<file path="config.mk">
export PLATFORM = sky130hd
export DESIGN_NAME = fetch_unit
export DESIGN_NICKNAME = d
export VERILOG_FILES = /design/src/source/mips_isa_pkg.sv /design/src/source/mem_bus_pkg.sv /design/src/source/fetch_unit.sv
export SDC_FILE = /design/constraint.sdc
export NUM_CORES = 1
export LEC_CHECK = 0
export ABC_AREA = 1
export CORE_MARGIN = 10
export CORE_UTILIZATION = 50
export DETAILED_ROUTE_END_ITERATION = 10
export DONT_BUFFER_PORTS = 1
export GPL_ROUTABILITY_DRIVEN = 0
export PLACE_DENSITY = 0.66
export SLEW_MARGIN = 20
export SYNTH_ARGS = -nofsm -noshare
export SYNTH_HDL_FRONTEND = slang
export SYNTH_SLANG_ARGS = --single-unit
</file>
<file path="constraint.sdc">
create_clock -name clk -period 4.9 [get_ports clk]
set_input_delay 0.49 -clock clk [delete_from_list [all_inputs] [get_ports clk]]
set_output_delay 0.49 -clock clk [all_outputs]
set_load 0.005 [all_outputs]
</file>
<file path="src/source/mips_isa_pkg.sv">
`default_nettype none

package mips_isa_pkg;

    // Data and instruction words.
    typedef logic [31:0] word_t;
    typedef logic [31:0] instr_t;

    // Register index, five bits for 32 registers.
    typedef logic [4:0] reg_idx_t;

    // Primary opcode field, bits 31 to 26.
    typedef enum logic [5:0] {
        OP_SPECIAL = 6'h00,
        OP_REGIMM  = 6'h01,
        OP_ADDIU   = 6'h09,
        OP_LW      = 6'h23,
        OP_SW      = 6'h2b
    } opcode_t;

    // Function field of SPECIAL instructions.
    localparam logic [5:0] FUNCT_ADDU = 6'h21;
    localparam logic [5:0] FUNCT_JR   = 6'h08;

    // Rt field selects the REGIMM branch.
    localparam reg_idx_t RT_BLTZ = 5'h00;
    localparam reg_idx_t RT_BGEZ = 5'h01;

    localparam reg_idx_t REG_V0 = 5'd2;

endpackage

`default_nettype wire

</file>
<file path="src/source/mem_bus_pkg.sv">
`default_nettype none

package mem_bus_pkg;

    // Byte address on the bus.
    typedef logic [31:0] addr_t;

    // Word index into the RAM array.
    typedef logic [7:0] ram_idx_t;

    localparam int RAM_WORDS = 256;

    // First fetch address after start.
    localparam addr_t RESET_PC = 32'h4;

    // A jump here ends the run.
    localparam addr_t HALT_PC = 32'h0;

endpackage

`default_nettype wire

</file>
<file path="src/source/fetch_unit.sv">
`default_nettype none

module fetch_unit (
    input  wire logic                 clk,
    input  wire logic                 arst_n,
    input  wire logic                 start,
    input  wire logic                 instr_take,
    input  wire logic                 redirect,
    input  wire logic                 gnt_done,
    input  wire mem_bus_pkg::addr_t   redirect_pc,
    input  wire mips_isa_pkg::word_t  rdata,
    output logic                      req,
    output mem_bus_pkg::addr_t        addr,
    output logic                      instr_valid,
    output mips_isa_pkg::instr_t      instr,
    output mem_bus_pkg::addr_t        instr_pc
);

    import mem_bus_pkg::*;

    logic  running;
    logic  launch;
    addr_t pc;
    addr_t next_addr;

    // A redirect overrides the sequential address.
    assign next_addr = redirect ? redirect_pc : pc;

    // New fetch only with no outstanding one and room in the buffer.
    assign launch = running && !req && (!instr_valid || instr_take);

    always_ff @(posedge clk or negedge arst_n) begin
        if (!arst_n) begin
            running     <= 1'b0;
            req         <= 1'b0;
            instr_valid <= 1'b0;
            pc          <= RESET_PC;
        end else if (start) begin
            running     <= 1'b1;
            req         <= 1'b0;
            instr_valid <= 1'b0;
            pc          <= RESET_PC;
        end else begin
            if (launch) begin
                req <= 1'b1;
                pc  <= next_addr + 32'd4;
            end else if (gnt_done) begin
                req <= 1'b0;
            end

            if (gnt_done) begin
                instr_valid <= 1'b1;
            end else if (instr_take) begin
                instr_valid <= 1'b0;
            end
        end
    end

    always_ff @(posedge clk) begin
        if (launch) begin
            addr <= next_addr;
        end
        if (gnt_done) begin
            instr    <= rdata;
            instr_pc <= addr;
        end
    end

    // A redirect arrives with a take, so no wrong-path word is in flight.
    assert property (@(posedge clk) disable iff (!arst_n)
        redirect |-> !req);

endmodule

`default_nettype wire

</file>
Word level (Yosys, flattened, before mapping)
Index checks and enable logic that the tools add are counted.
- register bits: 131
- input bits: 70
- output and inout bits: 98
- add/sub/neg operators: 1
- multiplexer cells: 9
- reduce and logical (&&, ||, !) cells: 8
- operators with widths (operator ; count):
    $mux W32 ; 3
    $add A32 B3 Y32 const B ; 1
    $mux W1 ; 6
    $reduce_bool A3 Y1 ; 2
    $logic_and A1 B1 Y1 ; 2
    $logic_not A1 Y1 ; 2
    $reduce_bool A2 Y1 ; 1
    $logic_or A1 B1 Y1 ; 1

Depth between registers and ports, before layout
- word-level depth: 5
- gate-level depth with buffers: 12
- gate-level depth less buffers: 12

Least setup slack after synthesis
No wires, ideal clock.
- kind: input to register
- start: input instr_take
- end: register pc[10]
- library setup time: 0.082 ns
- arrival time: 3.936 ns
- data required time: 4.818 ns
- path slack: 0.881 ns
- stages on the path: 7
- buffers on the path: 1
- cell sequence: nor2_1 > nor3_1 > nand2_1 > clkinv_1 > buf_2 > nand2_1 > o22ai_1
- cells in the longest elaborated chain, start to end: 3
- ends and longest elaborated chain (element ; RTL line ; RTL):
    start, declared ; fetch_unit.sv:7 ; input wire logic instr_take,
    $logic_or A1 B1 Y1 ; fetch_unit.sv:30 ; assign launch = running && !req && (!instr_valid || instr_take);
    $logic_and A1 B1 Y1 ; fetch_unit.sv:30 ;
    via launch ; fetch_unit.sv:22 ; logic launch;
    $reduce_bool A2 Y1 (no line) ; n/a ;
    end signal, assigned ; fetch_unit.sv:46 ; pc <= next_addr + 32'd4;
    end, declared ; fetch_unit.sv:23 ; addr_t pc;
The timed path passes the listed nets, and every way through them passes these cells.
A chain may end at the register's enable or synchronous reset.

Worst setup path in the final report
- start: register instr_valid
- end: register pc[14]
- cells in the longest elaborated chain, start to end: 4
- ends and longest elaborated chain (element ; RTL line ; RTL):
    start, declared ; fetch_unit.sv:14 ; output logic instr_valid,
    start signal, assigned ; fetch_unit.sv:36 ; instr_valid <= 1'b0;
    start signal, assigned ; fetch_unit.sv:41 ; instr_valid <= 1'b0;
    start signal, assigned ; fetch_unit.sv:52 ; instr_valid <= 1'b1;
    $logic_not A1 Y1 ; fetch_unit.sv:30 ;
    $logic_or A1 B1 Y1 ; fetch_unit.sv:30 ;
    $logic_and A1 B1 Y1 ; fetch_unit.sv:30 ;
    via launch ; fetch_unit.sv:22 ;
    $reduce_bool A2 Y1 (no line) ; n/a ;
The timed path passes the listed nets, and every way through them passes these cells.

==> out/summary.txt <==
Die area = 16050 sq um
Crit path capture type = register
Setup crit start kind = register
Drt wl/cell = 18.56 um
Number of I/O port buffers = 0
Clk Latency, worst-skew pair = 410 ps
Leakage = 2.659 nW
Area growth syn-to-layout = 13.41%
Bufs on Longest Clock Path = 2
DR DRC count = 0
Post-synthesis sequential area ratio = 66.07%
Finish-stage setup viols = 0
GR Overflow Total = 0
Syn nets = 641
Initial antenna violation count = 0
Sink Count = 131
Slew Viols, Final = 0
Top cells by area, synth = edfxtp_1 (51%), dfrtp_1 (15%), nand2_1 (13%), nor2_1 (4.0%), inv_1 (3.8%)
Vias in the first global route = 3826
Layout cells sized above 1 = 11.93%
CTS root buf = clkbuf_16
CP max FO = 34
Hold/Removal Path Class = in -> reg
Critical path class = reg -> reg
Total number of vias = 3855
Total wire length = 13650 um
Total number of yosys warnings = 0
Peak supply drop = 0.3243 mV
Slew margin rel. = 43.32%
Final hold vios = 0
Max Cap Viol = 0
First-pass GRT wire length = 21290 um
Final net count = 653
Initial core utilization = 51.81%
Post-synthesis register bit count = 131
FMAX = 421.1 MHz
Final HPWL DP = 10060 um
First drt pass iteration count = 4
PostCTS Resize Cnt = 0
Status = finished, final reports clean
Area after DPL = 5803 sq um
CTS Hold Bufs = 2
Syn Inst Count = 570
Synth cell types = 31
Antenna diodes = 0
All-Layer GR Usage = 16.82%
Row count = 38
Mean Syn Cell Area = 9.983 sq um
Arrival time at the worst endpoint = 2660 ps
Vias/cell = 5.245
Tmin final = 2375 ps
CORE AREA = 10980 sq um
Fillers = 905
Area leader, netlist = edfxtp_1
Pin count of the biggest net entering global routing = 67
Slew @ Worst Pin = 845.0 ps
Synth top area share = 50.66%
RSZ-0062 raised after global routing = false
I/O pin count = 168
Drt initial violations = 299
Die Wd = 126.7 um
CTS tree = built
Post-Route Setup TNS = 0 ps
Clock skew = 8.035 ps
Footprint of the multi-input gates = 1632 sq um
Final instance area = 6454 sq um
Die Ht = 126.7 um
Buffer count from post-CTS setup fixing = 0
Pwr dens = 445.9 nW/um^2
Register area = 3760 sq um
Htree depth = 4
WP data required = 5180 ps
CTS clk-pin slew, worst paths = 60 ps
CTS buffer count = 17
Final antenna-violating net count = 0
Final worst path period share = 48.47%
Mapped Area = 5690 sq um
## Yosys cell counts
library cell / count
nand2_2: 12
o21ai_0: 22
buf_6: 4
or2_2: 1
o21ai_2: 7
edfxtp_1: 96
nor3_1: 1
o31ai_1: 1
o21ai_1: 7
nor2_1: 60
and2_1: 1
dfrtp_1: 34
nand2_1: 201
inv_1: 57
a22oi_1: 1
nand4_1: 4
ha_1: 1
nor2_4: 3
dfstp_2: 1
nand3b_1: 1
inv_2: 1
nand3_2: 1
clkbuf_1: 2
o22ai_1: 3
nand3_1: 29
a21oi_1: 3
buf_2: 3
a22o_1: 1
buf_4: 2
clkinv_1: 1
nor2_2: 9
## per-layer routing
metal / up-vias / share of wire [%] / global-route usage (%)
met5: - / 0 / 0
met4: 0 / 1.1 / 4.889
met1: 1797 / 43 / 20.99
met3: 14 / 8.9 / 6.789
met2: 148 / 47 / 26.34
li1: 1896 / - / -
## per-stage QoR
stage                     power [mW]  cells  util [%]  setup slack (ps)  hold slack, ps
after floorplan                1.521    570         -             881.4           194.4
after global placement         1.576    701     52.84              2501           196.6
after detailed placement       1.584    701     52.84              2415           196.3
after CTS                      2.907    735     58.76              2480           125.5
after global routing           2.992    735     58.76              2222           123.9
final                          2.878    735     58.76              2525           133.6
## worst paths after layout
check	from	end	slack, ps	cells after the start
setup / recovery	instr_valid	pc[14]	2530	8
hold / removal	start	instr_valid	130	1
setup reg to reg	instr_valid	pc[14]	2530	8
hold reg to reg	running	running	470	2
max in group asynchronous	arst_n	pc[2]	4120	2
min in group asynchronous	arst_n	pc[19]	540	2
## sequential cells by signal, summed over array words and instances (netlist names)
register / count
instr_valid: 1
addr: 32
instr: 32
running: 1
instr_pc: 32
req: 1
pc: 32
## critical path, cell delays in order (launching register included)
cell	delay, ps
dfrtp_1	380
inv_1	50
nor2_1	140
nor3_2	50
buf_4	260
nand2_1	230
clkinv_1	700
nand3_1	300
o21ai_0	120
## layout make-up
class	count	area share, %
Clock buffer	17	6.592
Clock inverter	15	3.024
Inverter	59	3.432
Multi-Input combinational cell	369	25.28
Sequential cell	131	58.26
Tap cell	140	2.714
Timing Repair Buffer	4	0.6979
## placed cells by master (no fill, tap or decap)
cell           instances
inv_2                  1
a21oi_1                3
o21ai_1                7
o21ai_2                7
clkbuf_16             17
clkinv_2               1
nand4_1                4
nand2_1              201
nor2_4                 3
and2_1                 1
clkinv_1               1
dlygate4sd3_1          1
dfstp_2                1
ha_1                   1
nand3b_1               1
o21ai_0               22
clkinv_4               3
edfxtp_1              96
bufinv_16              3
nand2_2               12
a22oi_1                1
inv_1                 57
inv_6                  5
nor2_1                60
nor2_2                 9
dfrtp_1               34
or2_2                  1
buf_12                 1
buf_4                  2
inv_8                  2
o31ai_1                1
nand3_2                1
a22o_1                 1
nand3_1               29
nor3_2                 1
clkinvlp_4             1
o22ai_1                3
## power breakdown
part / internal, mW / switching (mW)
logic: 0.0448 / 0.124
clock network: 0.816 / 0.499
registers: 1.33 / 0.0694
## cell families (layout without fill, tap and decap cells)
logic type | Yosys count | in the layout | synth area share [%]
compound gates | 45 | 45 | 4.640
fa+ha+maj | 1 | 1 | 0.2198
buf+inv | 70 | 95 | 5.343
flops | 131 | 131 | 66.07
simple gates | 323 | 323 | 23.72
(Power assumes the default switching activity.)
