===== config.mk =====
export PLATFORM = sky130hd
export DESIGN_NAME = bus_arbiter
export DESIGN_NICKNAME = d
export VERILOG_FILES = /design/src/source/mips_isa_pkg.sv /design/src/source/mem_bus_pkg.sv /design/src/source/bus_arbiter.sv
export SDC_FILE = /design/constraint.sdc
export NUM_CORES = 1
export LEC_CHECK = 0
export BUFFER_PORTS_ARGS = -buffer_cell sky130_fd_sc_hd__buf_2
export CORE_AREA = 2 2 116 118
export CTS_CLUSTER_SIZE = 20
export DETAILED_ROUTE_END_ITERATION = 7
export DIE_AREA = 0 0 118 120
export PLACE_DENSITY_LB_ADDON = 0.08
export SETUP_SLACK_MARGIN = 0.2
export SLEW_MARGIN = 40
export SYNTH_ARGS = -nofsm -noshare
export SYNTH_HDL_FRONTEND = slang
export SYNTH_SLANG_ARGS = --single-unit

===== constraint.sdc =====
create_clock -name clk -period 2 [get_ports clk]
set_clock_uncertainty 0.1 [all_clocks]
set_input_delay 0.3 -clock clk [delete_from_list [all_inputs] [get_ports clk]]
set_output_delay 0.3 -clock clk [all_outputs]
set_load 0.02 [all_outputs]

===== src/source/mips_isa_pkg.sv =====
`default_nettype none

package mips_isa_pkg;

    // Data and instruction words.
    typedef logic [31:0] word_t;
    typedef logic [31:0] instr_t;

    // Register index, five bits for 32 registers.
    typedef logic [4:0] reg_idx_t;

    // Primary opcode field, bits 31 to 26.
    typedef enum logic [5:0] {
        OP_SPECIAL = 6'h00,
        OP_REGIMM  = 6'h01,
        OP_ADDIU   = 6'h09,
        OP_LW      = 6'h23,
        OP_SW      = 6'h2b
    } opcode_t;

    // Function field of SPECIAL instructions.
    localparam logic [5:0] FUNCT_ADDU = 6'h21;
    localparam logic [5:0] FUNCT_JR   = 6'h08;

    // Rt field selects the REGIMM branch.
    localparam reg_idx_t RT_BLTZ = 5'h00;
    localparam reg_idx_t RT_BGEZ = 5'h01;

    localparam reg_idx_t REG_V0 = 5'd2;

endpackage

`default_nettype wire


===== src/source/mem_bus_pkg.sv =====
`default_nettype none

package mem_bus_pkg;

    // Byte address on the bus.
    typedef logic [31:0] addr_t;

    // Word index into the RAM array.
    typedef logic [7:0] ram_idx_t;

    localparam int RAM_WORDS = 256;

    // First fetch address after start.
    localparam addr_t RESET_PC = 32'h4;

    // A jump here ends the run.
    localparam addr_t HALT_PC = 32'h0;

endpackage

`default_nettype wire


===== src/source/bus_arbiter.sv =====
`default_nettype none

module bus_arbiter (
    input  wire logic                clk,
    input  wire logic                arst_n,
    input  wire logic                d_req,
    input  wire logic                d_we,
    input  wire mem_bus_pkg::addr_t  d_addr,
    input  wire mips_isa_pkg::word_t d_wdata,
    output logic                     d_gnt_done,
    output mips_isa_pkg::word_t      d_rdata,
    input  wire logic                f_req,
    input  wire logic                f_we,
    input  wire mem_bus_pkg::addr_t  f_addr,
    input  wire mips_isa_pkg::word_t f_wdata,
    output logic                     f_gnt_done,
    output mips_isa_pkg::word_t      f_rdata,
    output mem_bus_pkg::addr_t       address,
    output logic                     read,
    output logic                     write,
    output mips_isa_pkg::word_t      writedata,
    input  wire logic                waitrequest,
    input  wire mips_isa_pkg::word_t readdata
);

    typedef enum logic [1:0] {OWN_NONE, OWN_DATA, OWN_FETCH} owner_t;

    owner_t owner;
    owner_t cur;
    logic   done;

    // Data wins when the bus is free.
    always_comb begin
        cur = owner;
        if (owner == OWN_NONE) begin
            if (d_req) begin
                cur = OWN_DATA;
            end else if (f_req) begin
                cur = OWN_FETCH;
            end
        end
    end

    always_comb begin
        address   = '0;
        writedata = '0;
        read      = 1'b0;
        write     = 1'b0;
        case (cur)
            OWN_DATA: begin
                address   = d_addr;
                writedata = d_wdata;
                read      = d_req && !d_we;
                write     = d_req && d_we;
            end
            OWN_FETCH: begin
                address   = f_addr;
                writedata = f_wdata;
                read      = f_req && !f_we;
                write     = f_req && f_we;
            end
            default: ;
        endcase
    end

    assign done       = (read || write) && !waitrequest;
    assign d_gnt_done = done && (cur == OWN_DATA);
    assign f_gnt_done = done && (cur == OWN_FETCH);
    assign d_rdata    = readdata;
    assign f_rdata    = readdata;

    // Owner holds the bus until its transfer completes.
    always_ff @(posedge clk or negedge arst_n) begin
        if (!arst_n) begin
            owner <= OWN_NONE;
        end else if (done) begin
            owner <= OWN_NONE;
        end else begin
            owner <= cur;
        end
    end

    // Master signals hold while the slave stalls.
    assert property (@(posedge clk) disable iff (!arst_n)
        (read || write) && waitrequest |=>
            (read || write) && $stable(write) && $stable(address));

endmodule

`default_nettype wire


Word level (Yosys, flattened, before mapping)
Index checks and enable logic that the tools add are counted.
{ "totals": {"output_inout_bits": 132, "ramBits": 0, "reg_bits": 2, "input_bits": 167, "wordCells": 23, "romBits": 0, "mem_count": 0, "latch_bits": 0} }
{ "classes": {"shifts": 0, "mux": 8, "n_addsub": 0, "mul": 0, "n_eq_ne": 2, "n_reduce_logical": 12, "bitwise": 0, "order_cmp": 0, "div": 0} }
{ "op_table": {"columns": ["operator", "n"], "rows": [
  ["case mux 32 bit (2 select lines)", 2],
  ["two-way mux 2 bit", 4],
  ["logical AND 1 bit", 7],
  ["case mux 1 bit (2 select lines)", 2],
  ["zero test 1 bit", 3],
  ["equality test 2 x 1 -> 1 bit (second input constant)", 1],
  ["equality test 2 bit (second input constant)", 1],
  ["zero test 2 bit", 1],
  ["logical OR 1 bit", 1]
]} }

Longest topological paths before layout
{ "logic_depth": {"depth_word": 8, "ltp_mapped": 8, "ltp_nobuf": 5} }

Worst setup path before layout
No wires, ideal clock.
{ "synth_timing": {"kind": "input to output", "startpoint": "input port f_req", "endpoint": "output port address[0]", "setup_slack_ns": -0.088, "stages": 6, "path_buffers": 2, "t_arrival_ns": 1.688, "required_time_ns": 1.600, "cell_sequence": "nor3b_2 or2_2 ha_1 buf_2 buf_2 nor2_1"} }
{ "synth_between": {"elab_chain_len": 5, "elab_cells_between_ends": 6, "cone_classes": "2 x eq/ne; 4 x mux"} }
{ "synth_rtl": {"columns": ["element", "line_no", "source"], "rows": [
  ["start: declaration", "bus_arbiter.sv:12", "input wire logic f_req,"],
  ["two-way mux 2 bit *", "bus_arbiter.sv:38", "end else if (f_req) begin"],
  ["two-way mux 2 bit *", "bus_arbiter.sv:36", "if (d_req) begin"],
  ["two-way mux 2 bit *", "bus_arbiter.sv:35", "if (owner == OWN_NONE) begin"],
  ["equality test 2 bit / equality test 2 x 1 -> 1 bit (equally long branches)", "bus_arbiter.sv:49", "case (cur)"],
  ["case mux 32 bit (2 select lines) *", "bus_arbiter.sv:49", null],
  ["end: declaration", "bus_arbiter.sv:18", "output mem_bus_pkg::addr_t address,"]
]} }
Every way passes the cells marked *; elsewhere a longest branch is shown, timed or not.

Final worst setup path
{ "layout_timing": {"startpoint": "register owner[0]", "endpoint": "output port address[19]"} }
{ "layout_between": {"elab_chain_len": 5, "elab_cells_between_ends": 7, "cone_classes": "2 x eq/ne; 4 x mux; 1 x reduce/logical"} }
{ "layout_rtl": {"columns": ["element", "line_no", "source"], "rows": [
  ["start: declaration", "bus_arbiter.sv:28", "owner_t owner;"],
  ["start signal: assignment", "bus_arbiter.sv:79", "owner <= cur;"],
  ["two-way mux 2 bit", "bus_arbiter.sv:38", null],
  ["two-way mux 2 bit", "bus_arbiter.sv:36", null],
  ["two-way mux 2 bit *", "bus_arbiter.sv:35", null],
  ["equality test 2 bit / equality test 2 x 1 -> 1 bit (equally long branches)", "bus_arbiter.sv:49", null],
  ["case mux 32 bit (2 select lines) *", "bus_arbiter.sv:49", null]
]} }
Marks and branches as above.

==> impl_metrics.yaml <==
layout:
  largest_reg_flops: 2
  finish.instance_area_um2: 4030
  drive_above_1_share_pct: 97.7
  fin_cells: 570
  top_register: "owner"
  nNetsFinal: 565
  areaGrowthSynthToFinish_pct: 132
  insertedDiodeCount: 0
  largestRegisters: "owner x2"
sta:
  fin_ws_ps: -306
  worst_slew_pin_slew_ps: 218
  slew_viol_final: 0
  rsz0062_at_grt: "yes"
  holdWs_ps: 291
  hold_viol_final: 0
  fmax_ghz: 0.434
  min_period_over_period_pct: 115
  period_minus_slack_ps: 2310
  relSlewSlack_pct: 85.4
  tns_ps: -17270
  finalSetupViolCount: 68
synthesis:
  yosysUniqueCellTypes: 22
  synth_top_area_share_pct: 27.6
  synth-seq-cells: 2
  yosysSeqAreaShare_pct: 2.88
  synth_edf_count: 0
  synth_area_leaders: "buf_4, a22oi_2, a22oi_1"
  async_reset_ff_share_pct: 100
  avgSynthCellArea_um2: 7.34
  synth_area_leader_cell: "buf_4"
  syn_area_um2: 1740
  yosys_most_used_dff: "dfrtp_1"
  synthCells: 237
  syn_nets: 406
  yosys_warnings: 0
place:
  place.gp.congestion: 0.680
  hpwl_um: 5780
  dp.cells: 547
  place_area_um2: 3020
  io_buffers: 202
grt:
  grt_use_met1_pct: 9.68
  met3_usage_pct: 1.95
  antenna_found_initial: 0
  grt_overflow_total: 0
  grt_pass1_vias: 2310
  busiest_layer: "met2"
  grtUsageMet2_pct: 19.4
  grt_usage_pct: 9.63
  grt_max_degree: 33
  grt_pass1_wl_um: 11300
pwr:
  p_comb_share_pct: 95.1
  cell_internal_pwr_mw: 3.92
  powerDensity_nw_per_um2: 1990
  p_leak_nw: 1.67
  p_seq_share_pct: 1.1
  peakVddDrop_mv: 1.16
  power_frac_clock_pct: 3.8
  p_sw_share_pct: 51.1
  p_sw_mw: 4.11
clock_network:
  cts_tree: "yes"
  clk_latency_ps: 220
  clock_path_buffers: 2
  clockRootBuffer: "clkbuf_16"
  cts_max_level: 1
  cts_buffers: 3
  path_clk_slew_ps: 30
  clock_sinks: 2
critical_path:
  required_ps: 1600
  slowest_delay_ps: 400
  cp-start-kind: "flop"
  worst_path_max_delay_cell: "dfrtp_1"
  critPathKind: "reg2out"
  cp_max_fo: 7
  path_cells: "buf_4, or2_4, ha_4, buf_8, clkbuf_16, a22oi_2, nor2_4, buf_6"
  worstPathArrival_ps: 1910
  endpoint_kind: "output port"
route:
  drtIter0Drc: 62
  first_pass_iters: 3
  postRouteAntennaNets: 0
  vias: 2309
  wl_per_cell_um: 14.6
  routed_wirelength_um: 8330
  drc: 0
  vias_per_cell: 4.05
floorplan:
  coreArea_um2: 13000
  start_util_pct: 13.4
  die_x_um: 118
  die-height_um: 120
  num_rows: 42
  dieArea_um2: 14200
  pin_count: 299
flow_run:
  cap_violations: 0
outcome:
  violations: "setup timing"
  status: "finished, violations left"
worst_hold_path:
  hold_path_class: "in2async"
## cell usage after synthesis, types with 6 or more instances
library cell / n
a22oi_1: 35
nor2_1: 67
a22oi_2: 29
buf_4: 64
buf_6: 6
buf_2: 12
## power groups by stage
| stage | clock network [mW] | registers [mW] | logic [mW] |
|---|---|---|---|
| detailed placement | 0 | 0.0825 | 5.34 |
| floorplan | 0 | 0.0772 | 4.30 |
| CTS | 0.311 | 0.0842 | 6.02 |
| finish | 0.305 | 0.0866 | 7.64 |
| global placement | 0 | 0.0830 | 5.38 |
| global route | 0.319 | 0.0889 | 8.12 |
## worst max-delay path, delay by kind of cell (launching register included)
kind / cells / cell delay [ps]
buf+inv: 4 / 600
flops: 1 / 400
simple gates: 2 / 310
compound gates: 1 / 200
fa+ha+maj: 1 / 180
## layout by cell type, fill, tap and decap left out
cell and n:
buf_12 11, a2bb2oi_2 1, or2_4 2, a2bb2oi_1 1
a21oi_4 2, nor3b_4 1, nor2_1 2, buf_4 34
nand3b_4 1, a22oi_2 64, buf_8 1, nor2b_2 1
nor2_2 2, nand3_4 1, clkbuf_16 9, dlygate4sd3_1 1
a22o_1 1, nand3_1 1, buf_2 135, nor2_4 63
buf_6 53, ha_4 2, nand3b_1 1, dfrtp_1 2
and3_4 2
## final timing paths
path,startpoint,endpoint,slack [ps],depth (start not counted)
min in group clk,waitrequest,owner[1],440,4
max,owner[0],address[19],-310,8
max reg2reg,owner[0],owner[0],90,8
min,arst_n,owner[1],290,2
max in group asynchronous,arst_n,owner[0],1410,2
min reg2reg,owner[1],owner[1],530,1
## final cells by class
class	instances	area (um2)
multi-input combinational	148	1760
tap	176	220
fill	1394	8950
clock buffer	3	75.1
timing repair buffer	241	1920
sequential	2	50.0
## stage by stage
step                setup WS [ps]  power [mW]  utilization (%)
floorplan                    89.4        4.37                -
global placement             -155        5.46             23.3
detailed placement           -130        5.42             23.3
CTS                          -262        6.42             26.4
global route                 -352        8.53             31.1
finish                       -306        8.03             31.1
## kinds of logic (layout without fill, tap and decap cells)
family,Yosys count,in the layout,share of synthesized area (%)
fa+ha+maj,2,2,1.44
compound gates,69,69,38.5
simple gates,77,77,18.9
flops,2,2,2.88
buf+inv,87,244,38.3
## repair_timing
action	4_1_cts	5_1_grt
endpoints found under the setup margin	68	70
pin swaps	4	44
hold buffers	1	0
buffers inserted	3	8
gates resized for setup	92	93
hold endpoints to repair	2	0
cloned	0	8
## metal layers
metal  routed length (um)  up-vias
li1                     -     1088
met1                 2850     1080
met2                 4760      111
met3                  542       30
met4                  170        0
met5                    0        -
Power figures use the tool's default switching activity.
