==> src/source/mips_isa_pkg.sv <==
`default_nettype none

package mips_isa_pkg;

    // Data and instruction words.
    typedef logic [31:0] word_t;
    typedef logic [31:0] instr_t;

    // Register index, five bits for 32 registers.
    typedef logic [4:0] reg_idx_t;

    // Primary opcode field, bits 31 to 26.
    typedef enum logic [5:0] {
        OP_SPECIAL = 6'h00,
        OP_REGIMM  = 6'h01,
        OP_ADDIU   = 6'h09,
        OP_LW      = 6'h23,
        OP_SW      = 6'h2b
    } opcode_t;

    // Function field of SPECIAL instructions.
    localparam logic [5:0] FUNCT_ADDU = 6'h21;
    localparam logic [5:0] FUNCT_JR   = 6'h08;

    // Rt field selects the REGIMM branch.
    localparam reg_idx_t RT_BLTZ = 5'h00;
    localparam reg_idx_t RT_BGEZ = 5'h01;

    localparam reg_idx_t REG_V0 = 5'd2;

endpackage

`default_nettype wire

==> src/source/mem_bus_pkg.sv <==
`default_nettype none

package mem_bus_pkg;

    // Byte address on the bus.
    typedef logic [31:0] addr_t;

    // Word index into the RAM array.
    typedef logic [7:0] ram_idx_t;

    localparam int RAM_WORDS = 256;

    // First fetch address after start.
    localparam addr_t RESET_PC = 32'h4;

    // A jump here ends the run.
    localparam addr_t HALT_PC = 32'h0;

endpackage

`default_nettype wire

==> src/source/register_file.sv <==
`default_nettype none

module register_file (
    input  wire logic                  clk,
    input  wire logic                  arst_n,
    input  wire logic                  we,
    input  wire mips_isa_pkg::reg_idx_t rs,
    input  wire mips_isa_pkg::reg_idx_t rt,
    input  wire mips_isa_pkg::reg_idx_t rd,
    input  wire mips_isa_pkg::word_t    wdata,
    output mips_isa_pkg::word_t         rs_data,
    output mips_isa_pkg::word_t         rt_data,
    output mips_isa_pkg::word_t         v0
);

    import mips_isa_pkg::*;

    word_t regs [32];

    // Two asynchronous read ports.
    assign rs_data = regs[rs];
    assign rt_data = regs[rt];
    assign v0      = regs[REG_V0];

    // R0 never changes.
    always_ff @(posedge clk or negedge arst_n) begin
        if (!arst_n) begin
            for (int i = 0; i < 32; i++) begin
                regs[i] <= '0;
            end
        end else if (we && rd != '0) begin
            regs[rd] <= wdata;
        end
    end

endmodule

`default_nettype wire

==> src/source/exec_unit.sv <==
`default_nettype none

module exec_unit (
    input  wire logic                 clk,
    input  wire logic                 arst_n,
    input  wire logic                 run,
    input  wire logic                 instr_valid,
    input  wire logic                 gnt_done,
    input  wire mips_isa_pkg::instr_t instr,
    input  wire mem_bus_pkg::addr_t   instr_pc,
    input  wire mips_isa_pkg::word_t  rdata,
    output logic                      instr_take,
    output logic                      start,
    output logic                      redirect,
    output logic                      req,
    output logic                      we,
    output logic                      active,
    output mem_bus_pkg::addr_t        redirect_pc,
    output mem_bus_pkg::addr_t        addr,
    output mips_isa_pkg::word_t       wdata,
    output mips_isa_pkg::word_t       register_v0
);

    import mips_isa_pkg::*;
    import mem_bus_pkg::*;

    typedef enum logic [2:0] {IDLE, EXEC, MEM, DELAY, DONE} state_t;

    state_t   state;
    opcode_t  op;
    reg_idx_t rs_idx;
    reg_idx_t rt_idx;
    reg_idx_t rd_idx;
    logic [5:0] funct;
    word_t    simm;
    word_t    rs_data;
    word_t    rt_data;
    logic     take;
    logic     mem_done;
    logic     halt_pend;
    logic     is_mem;
    logic     alu_we;
    reg_idx_t alu_rd;
    word_t    alu_result;
    logic     br_taken;
    addr_t    br_target;
    addr_t    target;
    reg_idx_t mem_rt;
    logic     rf_we;
    reg_idx_t rf_rd;
    word_t    rf_wdata;

    // Instruction fields.
    assign op     = opcode_t'(instr[31:26]);
    assign rs_idx = instr[25:21];
    assign rt_idx = instr[20:16];
    assign rd_idx = instr[15:11];
    assign funct  = instr[5:0];
    assign simm   = {{16{instr[15]}}, instr[15:0]};

    always_comb begin
        alu_we     = 1'b0;
        alu_rd     = rt_idx;
        alu_result = rs_data + simm;
        is_mem     = 1'b0;
        br_taken   = 1'b0;
        // Branch target is relative to the delay slot.
        br_target  = instr_pc + 32'd4 + (simm << 2);
        case (op)
            OP_ADDIU: alu_we = 1'b1;
            OP_SPECIAL: begin
                if (funct == FUNCT_ADDU) begin
                    alu_we     = 1'b1;
                    alu_rd     = rd_idx;
                    alu_result = rs_data + rt_data;
                end else if (funct == FUNCT_JR) begin
                    br_taken  = 1'b1;
                    br_target = rs_data;
                end
            end
            OP_REGIMM: begin
                if (rt_idx == RT_BLTZ) begin
                    br_taken = rs_data[31];
                end else if (rt_idx == RT_BGEZ) begin
                    br_taken = !rs_data[31];
                end
            end
            OP_LW, OP_SW: is_mem = 1'b1;
            default: ;
        endcase
    end

    assign take        = instr_valid && (state == EXEC || state == DELAY);
    assign instr_take  = take;
    assign start       = (state == IDLE) && run;
    assign redirect    = (state == DELAY) && take;
    assign redirect_pc = target;
    assign req         = (state == MEM);
    assign mem_done    = (state == MEM) && gnt_done;

    // Loads write back on completion, ALU ops when taken.
    assign rf_we    = (take && alu_we) || (mem_done && !we);
    assign rf_rd    = mem_done ? mem_rt : alu_rd;
    assign rf_wdata = mem_done ? rdata : alu_result;

    always_ff @(posedge clk or negedge arst_n) begin
        if (!arst_n) begin
            state     <= IDLE;
            active    <= 1'b0;
            halt_pend <= 1'b0;
        end else begin
            case (state)
                IDLE: begin
                    if (run) begin
                        state  <= EXEC;
                        active <= 1'b1;
                    end
                end
                EXEC: begin
                    if (take && is_mem) begin
                        state     <= MEM;
                        halt_pend <= 1'b0;
                    end else if (take && br_taken) begin
                        state <= DELAY;
                    end
                end
                DELAY: begin
                    if (take && is_mem) begin
                        state     <= MEM;
                        halt_pend <= (target == HALT_PC);
                    end else if (take && target == HALT_PC) begin
                        state  <= DONE;
                        active <= 1'b0;
                    end else if (take) begin
                        state <= EXEC;
                    end
                end
                MEM: begin
                    if (gnt_done && halt_pend) begin
                        state  <= DONE;
                        active <= 1'b0;
                    end else if (gnt_done) begin
                        state <= EXEC;
                    end
                end
                default: ;
            endcase
        end
    end

    always_ff @(posedge clk) begin
        if (take && is_mem) begin
            addr   <= rs_data + simm;
            wdata  <= rt_data;
            we     <= (op == OP_SW);
            mem_rt <= rt_idx;
        end
        if (state == EXEC && take && br_taken) begin
            target <= br_target;
        end
    end

    register_file register_file_i (
        .clk     (clk),
        .arst_n  (arst_n),
        .we      (rf_we),
        .rs      (rs_idx),
        .rt      (rt_idx),
        .rd      (rf_rd),
        .wdata   (rf_wdata),
        .rs_data (rs_data),
        .rt_data (rt_data),
        .v0      (register_v0)
    );

    // Completions only answer a pending load or store.
    assert property (@(posedge clk) disable iff (!arst_n)
        gnt_done |-> state == MEM);

endmodule

`default_nettype wire

==> config.mk <==
export PLATFORM = sky130hd
export DESIGN_NAME = exec_unit
export DESIGN_NICKNAME = d
export VERILOG_FILES = /design/src/source/mips_isa_pkg.sv /design/src/source/mem_bus_pkg.sv /design/src/source/register_file.sv /design/src/source/exec_unit.sv
export SDC_FILE = /design/constraint.sdc
export NUM_CORES = 2
export LEC_CHECK = 0
export ABC_AREA = 0
export BUFFER_PORTS_ARGS = -buffer_cell sky130_fd_sc_hd__buf_2
export CAP_MARGIN = 20
export CORE_ASPECT_RATIO = 1.2
export CORE_MARGIN = 4
export CORE_UTILIZATION = 23
export CTS_BUF_LIST = sky130_fd_sc_hd__clkbuf_4 sky130_fd_sc_hd__clkbuf_8
export CTS_CLUSTER_DIAMETER = 100
export DETAILED_ROUTE_END_ITERATION = 16
export HOLD_SLACK_MARGIN = 0.08
export PLACE_DENSITY = 0.48
export SLEW_MARGIN = 10
export SYNTH_ARGS = -nofsm -noshare
export SYNTH_HDL_FRONTEND = slang
export SYNTH_SLANG_ARGS = --single-unit
==> constraint.sdc <==
create_clock -name clk -period 9.1 [get_ports clk]
set_clock_uncertainty 0.1 [all_clocks]
set_input_delay 0.91 -clock clk [delete_from_list [all_inputs] [get_ports clk]]
set_output_delay 0.91 -clock clk [all_outputs]
set_load 0.01 [all_outputs]
# Yosys cells after proc, flatten, opt, wreduce, memory -nomap -nowiden
# Cells that the tools add are included.
# classes
add_sub_neg,4
n_lt_le_gt_ge,4
eq_ne,19
n_mux,43
bitwise,3
reduce_logical,30
# op_table
operator,n
$bwmux W1024,1
$mux W32,11
$bmux W32 S5,2
$demux W32 S5,1
$add A32 B32 Y32,3
$add A32 B3 Y32 const B,1
$logic_not A32 Y1,1
$mux W3,8
$eq A6 B6 Y1 const B,3
$ge A6 B6 Y1 const B,3
$not A5 Y6,3
$mux W5,3
$logic_and A1 B1 Y1,14
$eq A6 B4 Y1 const B,2
$mux W1,12
$pmux W3 S4,1
$reduce_and A5 Y1,2
$ne A2 B1 Y1 const B,4
$eq A3 B2 Y1 const B,2
$eq A6 B1 Y1 const B,1
$logic_not A6 Y1,1
$lt A6 B1 Y1 const B,1
$pmux W1 S2,3
$eq A5 B1 Y1 const B,1
16 further kinds,19
# word_totals
register_bits,1131
in_bits,101
word_cells,143

# Depth between registers and ports, before layout
# logic_depth
ltp_word,12
ltp_mapped,20
mapped_depth_nobuf,15

# Modules after synthesis
# A second synthesis with hierarchy kept.
# unflattened
hier_cells,5670
area_unflattened_um2,65188.8
# by_module_without_submodules
mod,n_inst,cells_each,area_each_um2
register_file,1,4638,55746.0
exec_unit,1,1032,9442.8

# Worst setup path after synthesis
# No wires, ideal clock.
# synth_timing
kind,input-to-reg
start,input port instr[16]
end,register register_file_i.regs[127] (netlist bit)
setup_time_ns,0.065
arrival_time_ns,6.226
setup_slack_ns,2.709
cell_stages,18
n_path_buf,5
cell_sequence,clkbuf_1 clkbuf_1 clkbuf_1 buf_1 mux4_2 mux4_2 mux2_2 ha_1 a2111oi_0 o21ai_0 a31oi_4 a21oi_1 o41ai_2 o21ai_0 or4_1 o2111ai_2 buf_6 mux2_2
# synth_between
elab_chain_cells,9
word_cells_on_any_way,20
# synth_lines
element,line_no,rtl
start: declaration,exec_unit.sv:9,"input wire mips_isa_pkg::instr_t instr,"
$not A5 Y6 (not written as such),register_file.sv:22,assign rt_data = regs[rt];
$bmux W32 S5,register_file.sv:22,
$mux W32 (not written as such) (2 in series),register_file.sv:22,
net register_file_i.rt_data[6],register_file.sv:12,"output mips_isa_pkg::word_t rt_data,"
$add A32 B32 Y32,exec_unit.sv:75,alu_result = rs_data + rt_data;
$mux W32,exec_unit.sv:72,if (funct == FUNCT_ADDU) begin
$mux W32,exec_unit.sv:69,case (op)
$mux W32,exec_unit.sv:104,assign rf_wdata = mem_done ? rdata : alu_result;
$bwmux W1024,register_file.sv:32,regs[rd] <= wdata;
end signal: indexed assignment,register_file.sv:32,
end: declaration,register_file.sv:18,word_t regs [32];
# The timed path passes the listed nets, and every way through them passes these cells. The select of a mux whose other input is x is not followed.
# A chain may end at the register's enable or synchronous reset.

# Final worst setup path
# layout_timing
start,input port instr[16]
end,register register_file_i.regs[253] (netlist bit)
# Same word-level chain as after synthesis.

==> impl_metrics.tcl <==
set metrics [dict create \
    status "complete, no violations" \
    async_flop_share 0.910 \
    clkSinkCount 1131 \
    synthCells 5180 \
    grt_max_degree 168 \
    drc 0 \
    vias_per_cell 5.01 \
    post-place-cells 8573 \
    syn_avg_cell_area_um2 12.1 \
    rrSetupSlack_ns 3.05 \
    cts_resized 0 \
    drt-total-wl_um 231000 \
    powerDensity_mw_per_mm2 153 \
    ys_warn_count 0 \
    cp.required_ns 9.77 \
    tns_ns 0 \
    grt_use_total 0.162 \
    reg2reg_to "register_file_i.regs[253]$_DFFE_PN0P_" \
    clkPwrFrac 0.440 \
    dpl_worst_slack_ns 1.73 \
    hpwl_um 145000 \
    pwr-share-seq 0.474 \
    cp-start-kind "primary input" \
    drv_slew 0 \
    slew_headroom 0.254 \
    cts_buffer_depth 4 \
    core.rowCount 209 \
    wire_per_inst_um 25.9 \
    portBuffers 234 \
    crit_fanout 51 \
    place.gp.congestion 0.908 \
    holdPathStages 3 \
    grt_overflow 0 \
    r2r_start "register_file_i.v0[1]$_DFFE_PN0P_" \
    path_clk_slew_ns 0.07 \
    ys_seq_area_frac 0.461 \
    hp-start "instr_pc[0]" \
    ys_types 85 \
    synthToLayoutAreaGrowth_pct 14.3 \
    power.leakage_nw 30.3 \
    die_h_um 579 \
    syn_area_mm2 0.0625 \
    power_switching_w 0.00282 \
    numCtsBuffers 182 \
    ant_nets 0 \
    die-width_um 484 \
    die_area_mm2 0.280 \
    synth_top_flop_cell "dfrtp_1" \
    pwr-share-comb 0.086 \
    rsz0062_at_grt "false" \
    criticalPathCategory "in2reg" \
    grt_pass1_vias 45699 \
    finalSetupViolations 0 \
    cts_root_buf "clkbuf_8" \
    worstMarginPinSlew_ns 1.12 \
    clk_latency_ns 0.90 \
    switching_share 0.258 \
    synth_nets 5403 \
    htree_levels 4 \
    synth-edff-count 102 \
    drive_gt1_frac 0.315 \
    period_share 0.714 \
    antenna_found_initial 15 \
    first_pass_iters 5 \
    holdPathEnd "redirect_pc[0]$_DFFE_PP_" \
    p_int_w 0.00810 \
    synth_top_area_frac 0.412 \
    layout_min_cycle_time_ns 6.50 \
    hold_viol_final 0 \
    coreArea_mm2 0.270 \
    critPathCaptureType "register" \
    hold_path_class "in2reg" \
    ys_ff_latch 1131 \
    fin_cells 8901 \
    drt_iter0_drc 3716 \
    initial_core_util 0.231 \
    pin_count 235 \
    cts_tree "done" \
    irDropWorstVdd_uv 92.1 \
    synth_largest_area_cell "dfrtp_1" \
    routed-via-count 44611 \
    grt_first_pass_wirelength_um 336000 \
    synth_area_leaders "dfrtp_1 (41%), mux4_2 (23%), o21ai_0 (6.3%), nand2_1 (5.5%), mux2_2 (5.1%)" \
    setup_slack_ns 2.60 \
    netlist_top_cells_count "dfrtp_1 (1,029), nand2_1 (908), o21ai_0 (785)" \
    yosysMostFrequentCell "dfrtp_1" \
    drv_cap 0 \
    clock.fmax_mhz 154 \
    reg2reg_depth 15 \
    crit_arrival_ns 7.17 \
    nets 5396 \
]
==> worst max-delay path, cell delays in order <==
cell and delay (ns):
buf_8 0.35, mux4_2 0.65, mux4_2 0.48, mux2i_1 0.63
inv_1 0.14, ha_1 0.35, a211oi_1 0.47, o21ai_0 0.33
a31oi_4 0.34, a21oi_1 0.22, o41ai_2 0.41, o21ai_0 0.24
o21a_1 0.29, nor4_4 0.35, buf_4 0.40, mux2_2 0.24
==> metal layers <==
metal  GRT usage  part of all wire
met5           0           0.00012
met4      0.0597             0.040
met3      0.0216             0.054
met2       0.273              0.48
met1       0.212              0.43
==> cells by family (layout without fill, tap and decap cells) <==
family,Yosys count,after routing,synth area share
XOR/XNOR,69,69,0.00979
flip-flops,1131,1131,0.461
AO/OA/AOI/OAI,1152,1152,0.105
other,0,14,0
buffers and inverters,584,704,0.0386
AND/OR/NAND/NOR,1189,1189,0.0791
adder cells (fa/ha/maj),122,122,0.0248
multiplexers,933,933,0.281
==> flip-flops by register name, summed over array words and instances, names as in the netlist <==
signal / count
redirect_pc: 32
we: 1
mem_rt: 5
register_file_i.v0: 32
active: 1
state: 3
wdata: 32
addr: 32
register_file_i.regs: 992
halt_pend: 1
==> worst max-delay path by stage <==
stage          startpoint                                     to  slack, ns  cells past startpoint
2_1_floorplan   instr[16]  register_file_i.regs[127]$_DFFE_PN0P_       2.71                     18
3_3_place_gp    instr[21]  register_file_i.regs[543]$_DFFE_PN0P_       1.65                     15
3_5_place_dp    instr[21]  register_file_i.regs[607]$_DFFE_PN0P_       1.73                     15
4_1_cts         instr[21]  register_file_i.regs[607]$_DFFE_PN0P_       2.67                     15
5_1_grt         instr[21]  register_file_i.regs[159]$_DFFE_PN0P_       2.35                     15
6_report        instr[16]  register_file_i.regs[253]$_DFFE_PN0P_       2.60                     16
==> timing repair <==
| action | CTS | global route |
|---|---|---|
| setup buffers | 0 | 0 |
| endpoints found under the hold margin | 96 | 0 |
| hold buffers | 1 | 0 |
==> final cells by class <==
type	count	area, µm²
sequential	1131	28800
clock buffer	282	3570
antenna	14	35.0
tap	3587	4490
clock inverter	29	290
multi-input combinational	3465	31600
inverter	31	116
fill	28110	199000
timing repair buffer	362	2430
==> placed cells by master, fill, tap and decap left out, types with 41 or more instances in the layout <==
cell type	instances
clkbuf_8	232
o31ai_1	67
mux4_2	629
nor2_1	92
buf_2	226
dfrtp_1	1029
clkbuf_4	50
buf_4	108
ha_1	119
nand2_1	885
mux2_2	281
o21ai_0	773
a21oi_1	96
edfxtp_1	102
xnor2_1	41
==> power by group through the flow <==
| stage | registers (W) | clock network [W] | logic, W |
|---|---|---|---|
| after CTS | 0.00517 | 0.00493 | 0.000951 |
| after floorplan | 0.00526 | 0 | 0.000563 |
| after global routing | 0.00517 | 0.00514 | 0.00102 |
| after detailed placement | 0.00526 | 0 | 0.000949 |
| final | 0.00517 | 0.00480 | 0.000940 |
| after global placement | 0.00526 | 0 | 0.000942 |
==> metrics by stage <==
stage	hold slack (ns)	utilization	cell area (µm²)	total power, W
after global placement	0.278	0.250	67400	0.00620
final	0.215	0.264	71400	0.0109
after floorplan	0.341	-	62500	0.00582
after CTS	0.122	0.264	71300	0.0111
after global routing	0.182	0.264	71400	0.0113
after detailed placement	0.284	0.250	67500	0.00621
No activity file was read; power rests on OpenSTA's default activity.
